[src/common/lowlat_phy_cfg.svh]
// build-time constants for the PHY management block, included by the package and the RTL
`ifndef LOWLAT_PHY_CFG_SVH
`define LOWLAT_PHY_CFG_SVH

//////////////////////////////
// lane count
//////////////////////////////
`define LOWLAT_LANES 4

//////////////////////////////
// management bus
//////////////////////////////
`define MGMT_ADDR_W 9
`define MGMT_DATA_W 32

// word address map
`define PMA_CTRL_BASE 9'h020
`define CH_BASE 9'h040
`define RECONFIG_BASE 9'h100

//////////////////////////////
// readiness timing
//////////////////////////////
// settling cycles before a lane reports ready
`define TX_READY_DLY 16
`define RX_READY_DLY 24

// depth of every async-to-mgmt-clock synchronizer
`define SYNC_STAGES 2

`endif

[src/common/lowlat_phy_pkg.sv]
// shared bus, lane and register-map types, imported by the RTL and the testbench
`include "lowlat_phy_cfg.svh"

package lowlat_phy_pkg;

    // management bus word address and data
    typedef logic [`MGMT_ADDR_W-1:0] mgmt_addr_t;
    typedef logic [`MGMT_DATA_W-1:0] mgmt_data_t;

    // one bit per lane
    typedef logic [`LOWLAT_LANES-1:0] lane_vec_t;

    // decoded slave region
    typedef enum logic [1:0] {
        NONE     = 2'd0,
        PMA_CTRL = 2'd1,
        CHANNEL  = 2'd2,
        RECONFIG = 2'd3
    } mgmt_region_e;

    // PMA controller word offsets
    typedef enum logic [1:0] {
        PLL_PDN     = 2'd0,
        GX_PDN      = 2'd1,
        LOCK_STATUS = 2'd2
    } pma_reg_off_e;

    // channel register word offsets
    typedef enum logic [5:0] {
        LANE_RESET = 6'h00,
        TX_READY   = 6'h01,
        RX_READY   = 6'h02,
        RX_LOCKED  = 6'h03
    } ch_reg_off_e;

endpackage

[src/rtl/phy_mgmt_decoder.sv]
// combinational address decoder that splits the management bus across the PHY slaves
`timescale 1ns/1ns
`include "lowlat_phy_cfg.svh"

module phy_mgmt_decoder
    import lowlat_phy_pkg::*;
(
    input  mgmt_addr_t address,
    input  logic       read,
    input  logic       write,
    input  mgmt_data_t pma_readdata,
    input  logic       pma_waitrequest,
    input  mgmt_data_t ch_readdata,
    input  logic       ch_waitrequest,
    output logic       pma_read,
    output logic       pma_write,
    output logic       ch_read,
    output logic       ch_write,
    output mgmt_data_t readdata,
    output logic       waitrequest
);

    // region bases and the address bits that select them
    localparam mgmt_addr_t pma_base      = `PMA_CTRL_BASE;
    localparam mgmt_addr_t ch_base       = `CH_BASE;
    localparam mgmt_addr_t reconfig_base = `RECONFIG_BASE;
    localparam mgmt_addr_t pma_mask      = 9'h1e0;
    localparam mgmt_addr_t ch_mask       = 9'h1c0;
    localparam mgmt_addr_t reconfig_mask = 9'h100;

    mgmt_region_e region;

    //////////////////////////////
    // address classification
    //////////////////////////////
    always_comb
    begin
        if ((address & pma_mask) == pma_base)
            region = PMA_CTRL;
        else if ((address & ch_mask) == ch_base)
            region = CHANNEL;
        else if ((address & reconfig_mask) == reconfig_base)
            region = RECONFIG;
        else
            region = NONE;
    end

    // strobes only reach the selected slave
    assign pma_read  = read  & (region == PMA_CTRL);
    assign pma_write = write & (region == PMA_CTRL);
    assign ch_read   = read  & (region == CHANNEL);
    assign ch_write  = write & (region == CHANNEL);

    //////////////////////////////
    // response merge
    //////////////////////////////
    always_comb
    begin
        case (region)
            PMA_CTRL:
            begin
                readdata    = pma_readdata;
                waitrequest = pma_waitrequest;
            end
            CHANNEL:
            begin
                readdata    = ch_readdata;
                waitrequest = ch_waitrequest;
            end
            // reconfig space is a stub, reads zero and never stalls
            RECONFIG:
            begin
                readdata    = '0;
                waitrequest = 1'b0;
            end
            default:
            begin
                readdata    = '0;
                waitrequest = 1'b0;
            end
        endcase
    end

endmodule

[src/pma_ctrl/pma_ctrl_regs.sv]
// PMA controller slave holding the power-down controls and the PLL lock status
`timescale 1ns/1ns
`include "lowlat_phy_cfg.svh"

module pma_ctrl_regs
    import lowlat_phy_pkg::*;
(
    input  logic       phy_mgmt_clk,
    input  logic       rst_n,
    input  logic [1:0] address,
    input  logic       read,
    input  logic       write,
    input  mgmt_data_t writedata,
    input  logic       pll_lock_raw,
    output mgmt_data_t readdata,
    output logic       waitrequest,
    output logic       pll_pdn,
    output logic       gx_pdn,
    output logic       cal_blk_pdn,
    output logic       pll_locked
);

    pma_reg_off_e             offset;
    logic                     rd_done;
    mgmt_data_t               rd_mux;
    logic [`SYNC_STAGES-1:0]  lock_sync;

    assign offset = pma_reg_off_e'(address);

    //////////////////////////////
    // PLL lock synchronizer
    //////////////////////////////
    always_ff @(posedge phy_mgmt_clk or negedge rst_n)
    begin
        if (!rst_n)
            lock_sync <= '0;
        else
            lock_sync <= {lock_sync[`SYNC_STAGES-2:0], pll_lock_raw};
    end

    assign pll_locked = lock_sync[`SYNC_STAGES-1];

    //////////////////////////////
    // control registers
    //////////////////////////////
    always_ff @(posedge phy_mgmt_clk or negedge rst_n)
    begin
        if (!rst_n)
        begin
            pll_pdn     <= 1'b0;
            gx_pdn      <= 1'b0;
            cal_blk_pdn <= 1'b0;
        end
        else if (write)
        begin
            case (offset)
                PLL_PDN:
                    pll_pdn <= writedata[0];
                GX_PDN:
                begin
                    gx_pdn      <= writedata[0];
                    cal_blk_pdn <= writedata[1];
                end
                // lock status is read-only
                default:
                begin
                end
            endcase
        end
    end

    // readback select
    always_comb
    begin
        rd_mux = '0;
        case (offset)
            PLL_PDN:
                rd_mux[0] = pll_pdn;
            GX_PDN:
                rd_mux[1:0] = {cal_blk_pdn, gx_pdn};
            LOCK_STATUS:
                rd_mux[0] = pll_locked;
            default:
                rd_mux = '0;
        endcase
    end

    //////////////////////////////
    // two-cycle read
    //////////////////////////////
    // first cycle stalls and captures, second cycle returns the data
    always_ff @(posedge phy_mgmt_clk or negedge rst_n)
    begin
        if (!rst_n)
            rd_done <= 1'b0;
        else
            rd_done <= read & ~rd_done;
    end

    always_ff @(posedge phy_mgmt_clk)
    begin
        if (read && !rd_done)
            readdata <= rd_mux;
    end

    assign waitrequest = read & ~rd_done;

endmodule

[src/channel/ch_csr.sv]
// channel register slave with the per-lane reset mask and lane status readback
`timescale 1ns/1ns
`include "lowlat_phy_cfg.svh"

module ch_csr
    import lowlat_phy_pkg::*;
(
    input  logic       phy_mgmt_clk,
    input  logic       rst_n,
    input  logic [5:0] address,
    input  logic       read,
    input  logic       write,
    input  mgmt_data_t writedata,
    input  lane_vec_t  tx_ready_lanes,
    input  lane_vec_t  rx_ready_lanes,
    input  lane_vec_t  rx_locked_lanes,
    output mgmt_data_t readdata,
    output logic       waitrequest,
    output lane_vec_t  lane_reset
);

    ch_reg_off_e offset;
    logic        rd_done;
    mgmt_data_t  rd_mux;

    assign offset = ch_reg_off_e'(address);

    //////////////////////////////
    // lane reset mask
    //////////////////////////////
    // a set bit holds that lane out of ready
    always_ff @(posedge phy_mgmt_clk or negedge rst_n)
    begin
        if (!rst_n)
        begin
            lane_reset <= '0;
        end
        else if (write && (offset == LANE_RESET))
        begin
            lane_reset <= writedata[`LOWLAT_LANES-1:0];
        end
    end

    //////////////////////////////
    // readback
    //////////////////////////////
    // status words are lane vectors, zero-extended
    always_comb
    begin
        rd_mux = '0;
        case (offset)
            LANE_RESET:
            begin
                rd_mux[`LOWLAT_LANES-1:0] = lane_reset;
            end
            TX_READY:
            begin
                rd_mux[`LOWLAT_LANES-1:0] = tx_ready_lanes;
            end
            RX_READY:
            begin
                rd_mux[`LOWLAT_LANES-1:0] = rx_ready_lanes;
            end
            RX_LOCKED:
            begin
                rd_mux[`LOWLAT_LANES-1:0] = rx_locked_lanes;
            end
            default:
            begin
                rd_mux = '0;
            end
        endcase
    end

    //////////////////////////////
    // two-cycle read
    //////////////////////////////
    always_ff @(posedge phy_mgmt_clk or negedge rst_n)
    begin
        if (!rst_n)
            rd_done <= 1'b0;
        else
            rd_done <= read & ~rd_done;
    end

    // capture during the stall cycle
    always_ff @(posedge phy_mgmt_clk)
    begin
        if (read && !rd_done)
            readdata <= rd_mux;
    end

    // drops once the captured word is on readdata
    assign waitrequest = read & ~rd_done;

endmodule

[src/channel/ch_reset_seq.sv]
// per-lane reset sequencer that raises tx and rx readiness after the settling delays
`timescale 1ns/1ns
`include "lowlat_phy_cfg.svh"

module ch_reset_seq
    import lowlat_phy_pkg::*;
(
    input  logic      phy_mgmt_clk,
    input  logic      rst_n,
    input  logic      pll_locked,
    input  logic      pll_pdn,
    input  logic      gx_pdn,
    input  lane_vec_t rx_is_lockedtodata,
    input  lane_vec_t lane_reset,
    output lane_vec_t tx_ready_lanes,
    output lane_vec_t rx_ready_lanes,
    output lane_vec_t rx_locked_lanes
);

    // counter widths hold the last count before ready
    localparam int tx_cnt_w = $clog2(`TX_READY_DLY);
    localparam int rx_cnt_w = $clog2(`RX_READY_DLY);
    localparam logic [tx_cnt_w-1:0] tx_last = tx_cnt_w'(`TX_READY_DLY - 1);
    localparam logic [rx_cnt_w-1:0] rx_last = rx_cnt_w'(`RX_READY_DLY - 1);

    // PLL side is shared by all lanes
    logic pll_good;

    assign pll_good = pll_locked & ~pll_pdn & ~gx_pdn;

    genvar n;
    generate
        for (n = 0; n < `LOWLAT_LANES; n++)
        begin : g_lane
            logic [`SYNC_STAGES-1:0] rx_sync;
            logic [tx_cnt_w-1:0]     tx_cnt;
            logic [rx_cnt_w-1:0]     rx_cnt;
            logic                    tx_cond;
            logic                    rx_cond;

            //////////////////////////////
            // rx lock synchronizer
            //////////////////////////////
            always_ff @(posedge phy_mgmt_clk or negedge rst_n)
            begin
                if (!rst_n)
                    rx_sync <= '0;
                else
                    rx_sync <= {rx_sync[`SYNC_STAGES-2:0], rx_is_lockedtodata[n]};
            end

            assign rx_locked_lanes[n] = rx_sync[`SYNC_STAGES-1];

            assign tx_cond = pll_good & ~lane_reset[n];
            assign rx_cond = rx_sync[`SYNC_STAGES-1] & ~lane_reset[n];

            //////////////////////////////
            // settling counters
            //////////////////////////////
            // any break in the condition clears ready and restarts the count
            always_ff @(posedge phy_mgmt_clk or negedge rst_n)
            begin
                if (!rst_n)
                begin
                    tx_cnt            <= '0;
                    tx_ready_lanes[n] <= 1'b0;
                end
                else if (!tx_cond)
                begin
                    tx_cnt            <= '0;
                    tx_ready_lanes[n] <= 1'b0;
                end
                else if (tx_cnt == tx_last)
                begin
                    tx_ready_lanes[n] <= 1'b1;
                end
                else
                begin
                    tx_cnt <= tx_cnt + 1'b1;
                end
            end

            always_ff @(posedge phy_mgmt_clk or negedge rst_n)
            begin
                if (!rst_n)
                begin
                    rx_cnt            <= '0;
                    rx_ready_lanes[n] <= 1'b0;
                end
                else if (!rx_cond)
                begin
                    rx_cnt            <= '0;
                    rx_ready_lanes[n] <= 1'b0;
                end
                else if (rx_cnt == rx_last)
                begin
                    rx_ready_lanes[n] <= 1'b1;
                end
                else
                begin
                    rx_cnt <= rx_cnt + 1'b1;
                end
            end
        end
    endgenerate

endmodule

[src/rtl/lowlat_phy_top.sv]
// top level of the PHY management and readiness logic, instantiated by the system or testbench
`timescale 1ns/1ns

module lowlat_phy_top
    import lowlat_phy_pkg::*;
(
    input  logic       phy_mgmt_clk,
    input  logic       rst_n,
    input  mgmt_addr_t phy_mgmt_address,
    input  logic       phy_mgmt_read,
    input  logic       phy_mgmt_write,
    input  mgmt_data_t phy_mgmt_writedata,
    input  logic       pll_lock_raw,
    input  lane_vec_t  rx_is_lockedtodata,
    output mgmt_data_t phy_mgmt_readdata,
    output logic       phy_mgmt_waitrequest,
    output logic       pll_pdn,
    output logic       gx_pdn,
    output logic       cal_blk_pdn,
    output logic       pll_locked,
    output logic       tx_ready,
    output logic       rx_ready
);

    // slave side of the decoder
    logic       pma_read;
    logic       pma_write;
    mgmt_data_t pma_readdata;
    logic       pma_waitrequest;
    logic       ch_read;
    logic       ch_write;
    mgmt_data_t ch_readdata;
    logic       ch_waitrequest;

    // lane status
    lane_vec_t lane_reset;
    lane_vec_t tx_ready_lanes;
    lane_vec_t rx_ready_lanes;
    lane_vec_t rx_locked_lanes;

    //////////////////////////////
    // management bus
    //////////////////////////////
    phy_mgmt_decoder u_decoder (
        .address         (phy_mgmt_address),
        .read            (phy_mgmt_read),
        .write           (phy_mgmt_write),
        .pma_readdata    (pma_readdata),
        .pma_waitrequest (pma_waitrequest),
        .ch_readdata     (ch_readdata),
        .ch_waitrequest  (ch_waitrequest),
        .pma_read        (pma_read),
        .pma_write       (pma_write),
        .ch_read         (ch_read),
        .ch_write        (ch_write),
        .readdata        (phy_mgmt_readdata),
        .waitrequest     (phy_mgmt_waitrequest)
    );

    pma_ctrl_regs u_pma_ctrl (
        .phy_mgmt_clk (phy_mgmt_clk),
        .rst_n        (rst_n),
        .address      (phy_mgmt_address[1:0]),
        .read         (pma_read),
        .write        (pma_write),
        .writedata    (phy_mgmt_writedata),
        .pll_lock_raw (pll_lock_raw),
        .readdata     (pma_readdata),
        .waitrequest  (pma_waitrequest),
        .pll_pdn      (pll_pdn),
        .gx_pdn       (gx_pdn),
        .cal_blk_pdn  (cal_blk_pdn),
        .pll_locked   (pll_locked)
    );

    ch_csr u_ch_csr (
        .phy_mgmt_clk    (phy_mgmt_clk),
        .rst_n           (rst_n),
        .address         (phy_mgmt_address[5:0]),
        .read            (ch_read),
        .write           (ch_write),
        .writedata       (phy_mgmt_writedata),
        .tx_ready_lanes  (tx_ready_lanes),
        .rx_ready_lanes  (rx_ready_lanes),
        .rx_locked_lanes (rx_locked_lanes),
        .readdata        (ch_readdata),
        .waitrequest     (ch_waitrequest),
        .lane_reset      (lane_reset)
    );

    //////////////////////////////
    // readiness
    //////////////////////////////
    ch_reset_seq u_reset_seq (
        .phy_mgmt_clk       (phy_mgmt_clk),
        .rst_n              (rst_n),
        .pll_locked         (pll_locked),
        .pll_pdn            (pll_pdn),
        .gx_pdn             (gx_pdn),
        .rx_is_lockedtodata (rx_is_lockedtodata),
        .lane_reset         (lane_reset),
        .tx_ready_lanes     (tx_ready_lanes),
        .rx_ready_lanes     (rx_ready_lanes),
        .rx_locked_lanes    (rx_locked_lanes)
    );

    // link is ready only when every lane is
    assign tx_ready = &tx_ready_lanes;
    assign rx_ready = &rx_ready_lanes;

endmodule

[config.mk]
export PLATFORM = sky130hd
export DESIGN_NAME = lowlat_phy_top
export DESIGN_NICKNAME = d
export VERILOG_FILES = /design/src/common/lowlat_phy_pkg.sv /design/src/rtl/phy_mgmt_decoder.sv /design/src/pma_ctrl/pma_ctrl_regs.sv /design/src/channel/ch_csr.sv /design/src/channel/ch_reset_seq.sv /design/src/rtl/lowlat_phy_top.sv
export VERILOG_INCLUDE_DIRS = /design/src /design/src/common
export SDC_FILE = /design/constraint.sdc
export NUM_CORES = 1
export LEC_CHECK = 0
export BUFFER_PORTS_ARGS = -buffer_cell sky130_fd_sc_hd__buf_4
export CAP_MARGIN = 20
export CORE_MARGIN = 3
export CORE_UTILIZATION = 30
export DETAILED_ROUTE_END_ITERATION = 8
export PLACE_DENSITY = 0.53
export SETUP_SLACK_MARGIN = 0.2
export SKIP_LAST_GASP = 1
export SLEW_MARGIN = 15
export SYNTH_ARGS = -nofsm -noshare
export SYNTH_HDL_FRONTEND = slang
export SYNTH_SLANG_ARGS = --single-unit
[constraint.sdc]
create_clock -name phy_mgmt_clk -period 2.5 [get_ports phy_mgmt_clk]
set_input_delay 0.625 -clock phy_mgmt_clk [delete_from_list [all_inputs] [get_ports phy_mgmt_clk]]
set_output_delay 0.625 -clock phy_mgmt_clk [all_outputs]
set_load 0.005 [all_outputs]
After elaboration in Yosys (flattened, before gate mapping)
Index checks and enable logic that the tools add are counted.
{"block": "totals", "register_bits": 69, "output_inout_bits": 39, "wordCells": 145}
{"block": "classes", "n_addsub": 8, "eq_ne": 33, "muxes": 39, "bitwise_logic": 24, "n_reduce_logical": 11}
{"cell": "two-way mux 5 bit", "count": 8}
{"cell": "two-way mux 4 bit", "count": 8}
{"cell": "!= test 2 bit (second input constant)", "count": 16}
{"cell": "adder 5 x 1 -> 5 bit (second input constant)", "count": 4}
{"cell": "== test 5 bit (second input constant)", "count": 4}
{"cell": "adder 4 x 1 -> 4 bit (second input constant)", "count": 4}
{"cell": "AND 1 bit", "count": 16}
{"cell": "== test 4 bit (second input constant)", "count": 4}
{"cell": "two-way mux 1 bit", "count": 16}
{"cell": "case mux 4 bit (4 select lines)", "count": 1}
{"cell": "== test 6 x 2 -> 1 bit (second input constant)", "count": 2}
{"cell": "NOT 1 bit", "count": 8}
{"cell": "case mux 4 bit (2 select lines)", "count": 1}
{"cell": "AND reduction 4 bit", "count": 2}
{"cell": "== test 6 x 1 -> 1 bit (second input constant)", "count": 1}
{"cell": "zero test 6 bit", "count": 1}
{"cell": "two-way mux 2 bit", "count": 3}
{"cell": "== test 2 x 1 -> 1 bit (second input constant)", "count": 2}
{"cell": "== test 2 bit (second input constant)", "count": 2}
{"cell": "== test 4 x 1 -> 1 bit (second input constant)", "count": 1}
{"cell": "AND reduction 2 bit", "count": 2}
{"cell": "== test 3 x 1 -> 1 bit (second input constant)", "count": 1}
{"cell": "logical AND 1 bit", "count": 3}
{"cell": "case mux 1 bit (3 select lines)", "count": 1}
{"cell": "other kinds (3)", "count": 4}

Logic depth before layout (Yosys ltp)
{"block": "logic_depth", "ltp_word": 7, "mapped_depth": 7, "ltp_nobuf": 7}

By module
Synthesis repeated with hierarchy kept, for this count alone.
{"block": "hier_totals", "cells_unflattened": 400, "hier_area_um2": 4201.5}
{"mod": "ch_reset_seq", "instances": 1, "cells_each": 205, "area_per_inst_um2": 2250.9}
{"mod": "phy_mgmt_decoder", "instances": 1, "cells_each": 90, "area_per_inst_um2": 733.2}
{"mod": "ch_csr", "instances": 1, "cells_each": 53, "area_per_inst_um2": 675.6}
{"mod": "pma_ctrl_regs", "instances": 1, "cells_each": 50, "area_per_inst_um2": 524.3}
{"mod": "lowlat_phy_top", "instances": 1, "cells_each": 2, "area_per_inst_um2": 17.5}

Least setup slack after synthesis
OpenSTA, ideal clock, no wires.
{"block": "synth_path", "kind": "in2out", "from": "in phy_mgmt_address[6]", "to": "out phy_mgmt_waitrequest", "t_arrival_ns": 1.575, "t_required_ns": 1.875, "slack_ns": 0.300, "stages": 6, "n_path_buf": 0, "path_cell_list": "nor2_1 > a21oi_1 > ha_1 > nand2_1 > nor2_1 > o21ba_2"}
{"block": "synth_between", "elab_chain_cells": 7}
{"element": "start: declaration", "line": "lowlat_phy_top.sv:9", "source": "input mgmt_addr_t phy_mgmt_address,"}
{"element": "== test 3 x 1 -> 1 bit", "line": "phy_mgmt_decoder.sv:40", "source": "else if ((address & ch_mask) == ch_base)"}
{"element": "two-way mux 2 bit", "line": "phy_mgmt_decoder.sv:40"}
{"element": "two-way mux 2 bit *", "line": "phy_mgmt_decoder.sv:38", "source": "if ((address & pma_mask) == pma_base)"}
{"element": "== test 2 bit *", "line": "phy_mgmt_decoder.sv:51", "source": "assign ch_read = read & (region == CHANNEL);"}
{"element": "AND 1 bit *", "line": "phy_mgmt_decoder.sv:51"}
{"element": "AND 1 bit *", "line": "ch_csr.sv:94", "source": "assign waitrequest = read & ~rd_done;"}
{"element": "named net ch_waitrequest", "line": "lowlat_phy_top.sv:33", "source": "logic ch_waitrequest;"}
{"element": "case mux 1 bit (2 select lines) *", "line": "phy_mgmt_decoder.sv:59", "source": "case (region)"}
{"element": "end: declaration", "line": "lowlat_phy_top.sv:16", "source": "output logic phy_mgmt_waitrequest,"}
The timed path passes the listed nets; every way through them passes the cells marked *.

Final worst setup path
{"block": "layout_path", "from": "in phy_mgmt_address[6]", "to": "out phy_mgmt_readdata[1]"}
{"block": "layout_between", "elab_chain_cells": 5}
{"element": "== test 3 x 1 -> 1 bit", "line": "phy_mgmt_decoder.sv:40"}
{"element": "two-way mux 2 bit", "line": "phy_mgmt_decoder.sv:40"}
{"element": "two-way mux 2 bit *", "line": "phy_mgmt_decoder.sv:38"}
{"element": "== test 2 bit / == test 2 x 1 -> 1 bit (equally long branches)", "line": "phy_mgmt_decoder.sv:59"}
{"element": "case mux 4 bit (2 select lines) *", "line": "phy_mgmt_decoder.sv:59"}
{"element": "end: declaration", "line": "lowlat_phy_top.sv:15", "source": "output mgmt_data_t phy_mgmt_readdata,"}
Mark *: on every way between the ends. The rest lies on a longest branch, timed or not.

==> flow_summary.ini <==
[grt]
globalRouteOverflowTotal = 0
grt_use_total_pct = 10.6
grt_pass1_vias = 2166
antenna_found_initial = 0
grt_max_degree = 64
grt_pass1_wl_um = 10700

[routing]
vias = 2154
ant_nets = 0
first_iter_violations = 101
avgViaCountPerCell = 4.48
post-route-drc-count = 0
first_pass_iters = 4
wirelength_um = 6290
wire_per_inst_um = 13.1

[cells_and_area]
final_cell_mix = dfrtp_1 (63), nor2_1 (34), buf_4 (33), conb_1 (28), nand3_1 (16)
layout_commonest_cell = dfrtp_1
finalNetCount = 400
nFillCells = 1037
drive_gt1_share_pct = 24.1
n_antenna_cell = 0
instances_no_fill = 481
syn2layout_area_growth_pct = 19.9

[clocking]
clock_path_buffers = 2
cts_hold_buf = 0
cts.reportedPaths.clkPinSlew_ns = 0.08
tritoncts = built
clock_latency_ns = 0.34
cts_buffers = 9
cts_sinks = 69
h-tree-depth = 3
cts_root_buffer = clkbuf_8

[timing]
fin_skew_ns = 0.00845
slew_headroom_pct = 45.7
post-route-period-util_pct = 90.0
max_clock_freq_mhz = 445
drv_slew = 0
setup_tns_ns = 0
rsz0062_at_grt = yes
setup_viol = 0
worstMarginPinSlew_ns = 0.815
fin_crit_ns = 2.25
hold_viol_final = 0

[placed_design]
dp_cells = 462
hpwl_um = 4350
routabilityCongestion = 0.742
portBuffers = 32

[critical_path]
r2r_cells = 2
r2r_end = u_reset_seq.g_lane[0].tx_cnt[3]$_DFFE_PN0P_
end_kind = output pin
cp_top_family = buffers and inverters
startpoint_type = primary input
crit_path_max_fanout = 4
r2r_setup_slack_ns = 0.96
reg2reg_from = u_pma_ctrl.gx_pdn$_DFFE_PN0P_
worstPathArrival_ns = 1.62
crit_chain = buf_8, a21oi_4, inv_2, ha_4, buf_6, a22oi_2, nor2_2, buf_4
crit_path_max_incr_delay_ns = 0.18
crit_buf_inv = 4
critPathRequiredTime_ns = 1.88
cpMaxStageDelayCell = a21oi_4
critPathKind = in2out

[synthesis]
avgSynthCellArea_sq_um = 11.2
synth_cell_types = 37
ys_seq_area_share_pct = 53.1
synth_top_cell_by_area = dfrtp_1
yosys_register_bits = 69
syn_inst = 295
synth_area_sq_um = 3310
synth_top_area_share_pct = 47.6
yosys_warnings = 0
synth.area.top_cells = dfrtp_1 (48%), buf_4 (6.4%), edfxtp_1 (5.4%), nor2_1 (4.3%), ha_1 (3.8%)

[die]
core-area_sq_um = 10500
start_util_pct = 31.5
die_w_um = 111
dieArea_sq_um = 12300
die_h_um = 111
ios = 89
row_count = 37

[worst_hold_path]
holdPathEnd = u_reset_seq.g_lane[0].rx_sync[1]$_DFF_PN0_
hold_start = u_reset_seq.g_lane[0].rx_sync[0]$_DFF_PN0_
hold_path_class = reg2reg
hold_depth = 0

[pwr]
power_density_nw_per_um2 = 664
power_mw = 2.64
peakVddDrop_uv = 377
cellLeakagePower_nw = 1.83

[run]
max_cap_viol_count = 0

[outcome]
outcome = finished clean
==> timing repair <==
action,in CTS,in global routing
buffers inserted,1,2
gates resized for setup,3,19
pin swaps,2,7
setup endpoints to repair,1,3
==> cell families (layout without fill, tap and decap cells) <==
| family | count (synthesis) | in the layout | share of synthesized area [%] |
|---|---|---|---|
| buf+inv | 37 | 60 | 7.41 |
| flops | 69 | 69 | 53.1 |
| compound gates | 26 | 26 | 4.84 |
| mux | 16 | 16 | 7.07 |
| simple gates | 120 | 120 | 19.5 |
| other cells | 1 | 28 | 0.113 |
| xor+xnor | 16 | 16 | 4.23 |
| fa+ha+maj | 10 | 10 | 3.78 |
==> how the worst max path moves through the flow <==
stage	depth (start not counted)	slack [ns]	startpoint	to
after floorplan	6	0.30	phy_mgmt_address[6]	phy_mgmt_waitrequest
after global placement	4	0.16	phy_mgmt_address[3]	u_ch_csr.lane_reset[1]$_DFFE_PN0P_
after detailed placement	9	0.14	phy_mgmt_address[7]	phy_mgmt_waitrequest
after CTS	9	0.20	phy_mgmt_address[6]	phy_mgmt_waitrequest
after global routing	8	0.18	phy_mgmt_address[6]	phy_mgmt_readdata[1]
final	8	0.25	phy_mgmt_address[6]	phy_mgmt_readdata[1]
==> stage by stage <==
| stage | util, % | setup slack [ns] | hold WS [ns] | cell area [sq um] |
|---|---|---|---|---|
| floorplan | - | 0.300 | 0.329 | 3410 |
| global placement | 34.4 | 0.155 | 0.334 | 3620 |
| detailed placement | 34.4 | 0.144 | 0.338 | 3620 |
| CTS | 36.9 | 0.203 | 0.356 | 3880 |
| global route | 37.8 | 0.179 | 0.352 | 3970 |
| finish | 37.8 | 0.251 | 0.354 | 3970 |
==> metal layers <==
metal	wire length, um	vias up	GRT usage [%]
li1	-	1061	-
met5	0	-	0
met3	298	10	2.95
met4	127	0	4.62
met1	3080	1030	14.8
met2	2790	53	15.5
==> state kept, by name, indices dropped and copies added (netlist names), 2 cells and up <==
register,cells
u_ch_csr.lane_reset,4
u_ch_csr.readdata,4
u_reset_seq.g_lane.rx_sync,8
u_reset_seq.tx_ready_lanes,4
u_pma_ctrl.readdata,2
u_reset_seq.g_lane.rx_cnt,20
u_pma_ctrl.lock_sync,2
u_reset_seq.g_lane.tx_cnt,16
u_reset_seq.rx_ready_lanes,4
==> power by group <==
group,internal (mW),switching [mW]
registers,1.20,0.0681
clock network,0.639,0.444
logic,0.145,0.144
==> area by class of cell <==
class | instances | area [sq um] | area share, %
sequential | 69 | 1760 | 44.3
multi-input combinational | 216 | 1470 | 37.1
timing repair buffer | 37 | 297 | 7.47
clock buffer | 13 | 201 | 5.08
tap | 136 | 170 | 4.29
clock inverter | 3 | 46.3 | 1.17
inverter | 7 | 26.3 | 0.662
==> Yosys cell counts <==
master and n:
conb_1 1, nand3b_1 1, o21ai_0 1, nor3_1 12, mux2_4 4, a22oi_1 2
and4_1 1, nand3_1 16, or4_4 1, mux2i_1 5, dfrtp_1 63, or4b_2 1
nand4b_1 5, ha_1 10, inv_1 7, o21bai_1 4, edfxtp_1 6, mux4_2 4
a31oi_1 8, xor2_1 8, clkbuf_1 1, and2b_2 1, buf_4 28, xnor2_1 8
o21ba_2 1, nor3b_1 6, and2_1 2, buf_2 1, nand2_1 15, nor4_1 1
mux2_2 3, nor2_1 38, and2b_1 3, or4b_4 1, nand2b_1 12, and4b_1 4
a21oi_1 10
==> worst register-to-register path: cells and delay by family, from the launching register on <==
| family | cells | cell delay [ns] |
|---|---|---|
| flops | 1 | 0.45 |
| simple gates | 2 | 1.00 |
Power figures use the tool's default switching activity.
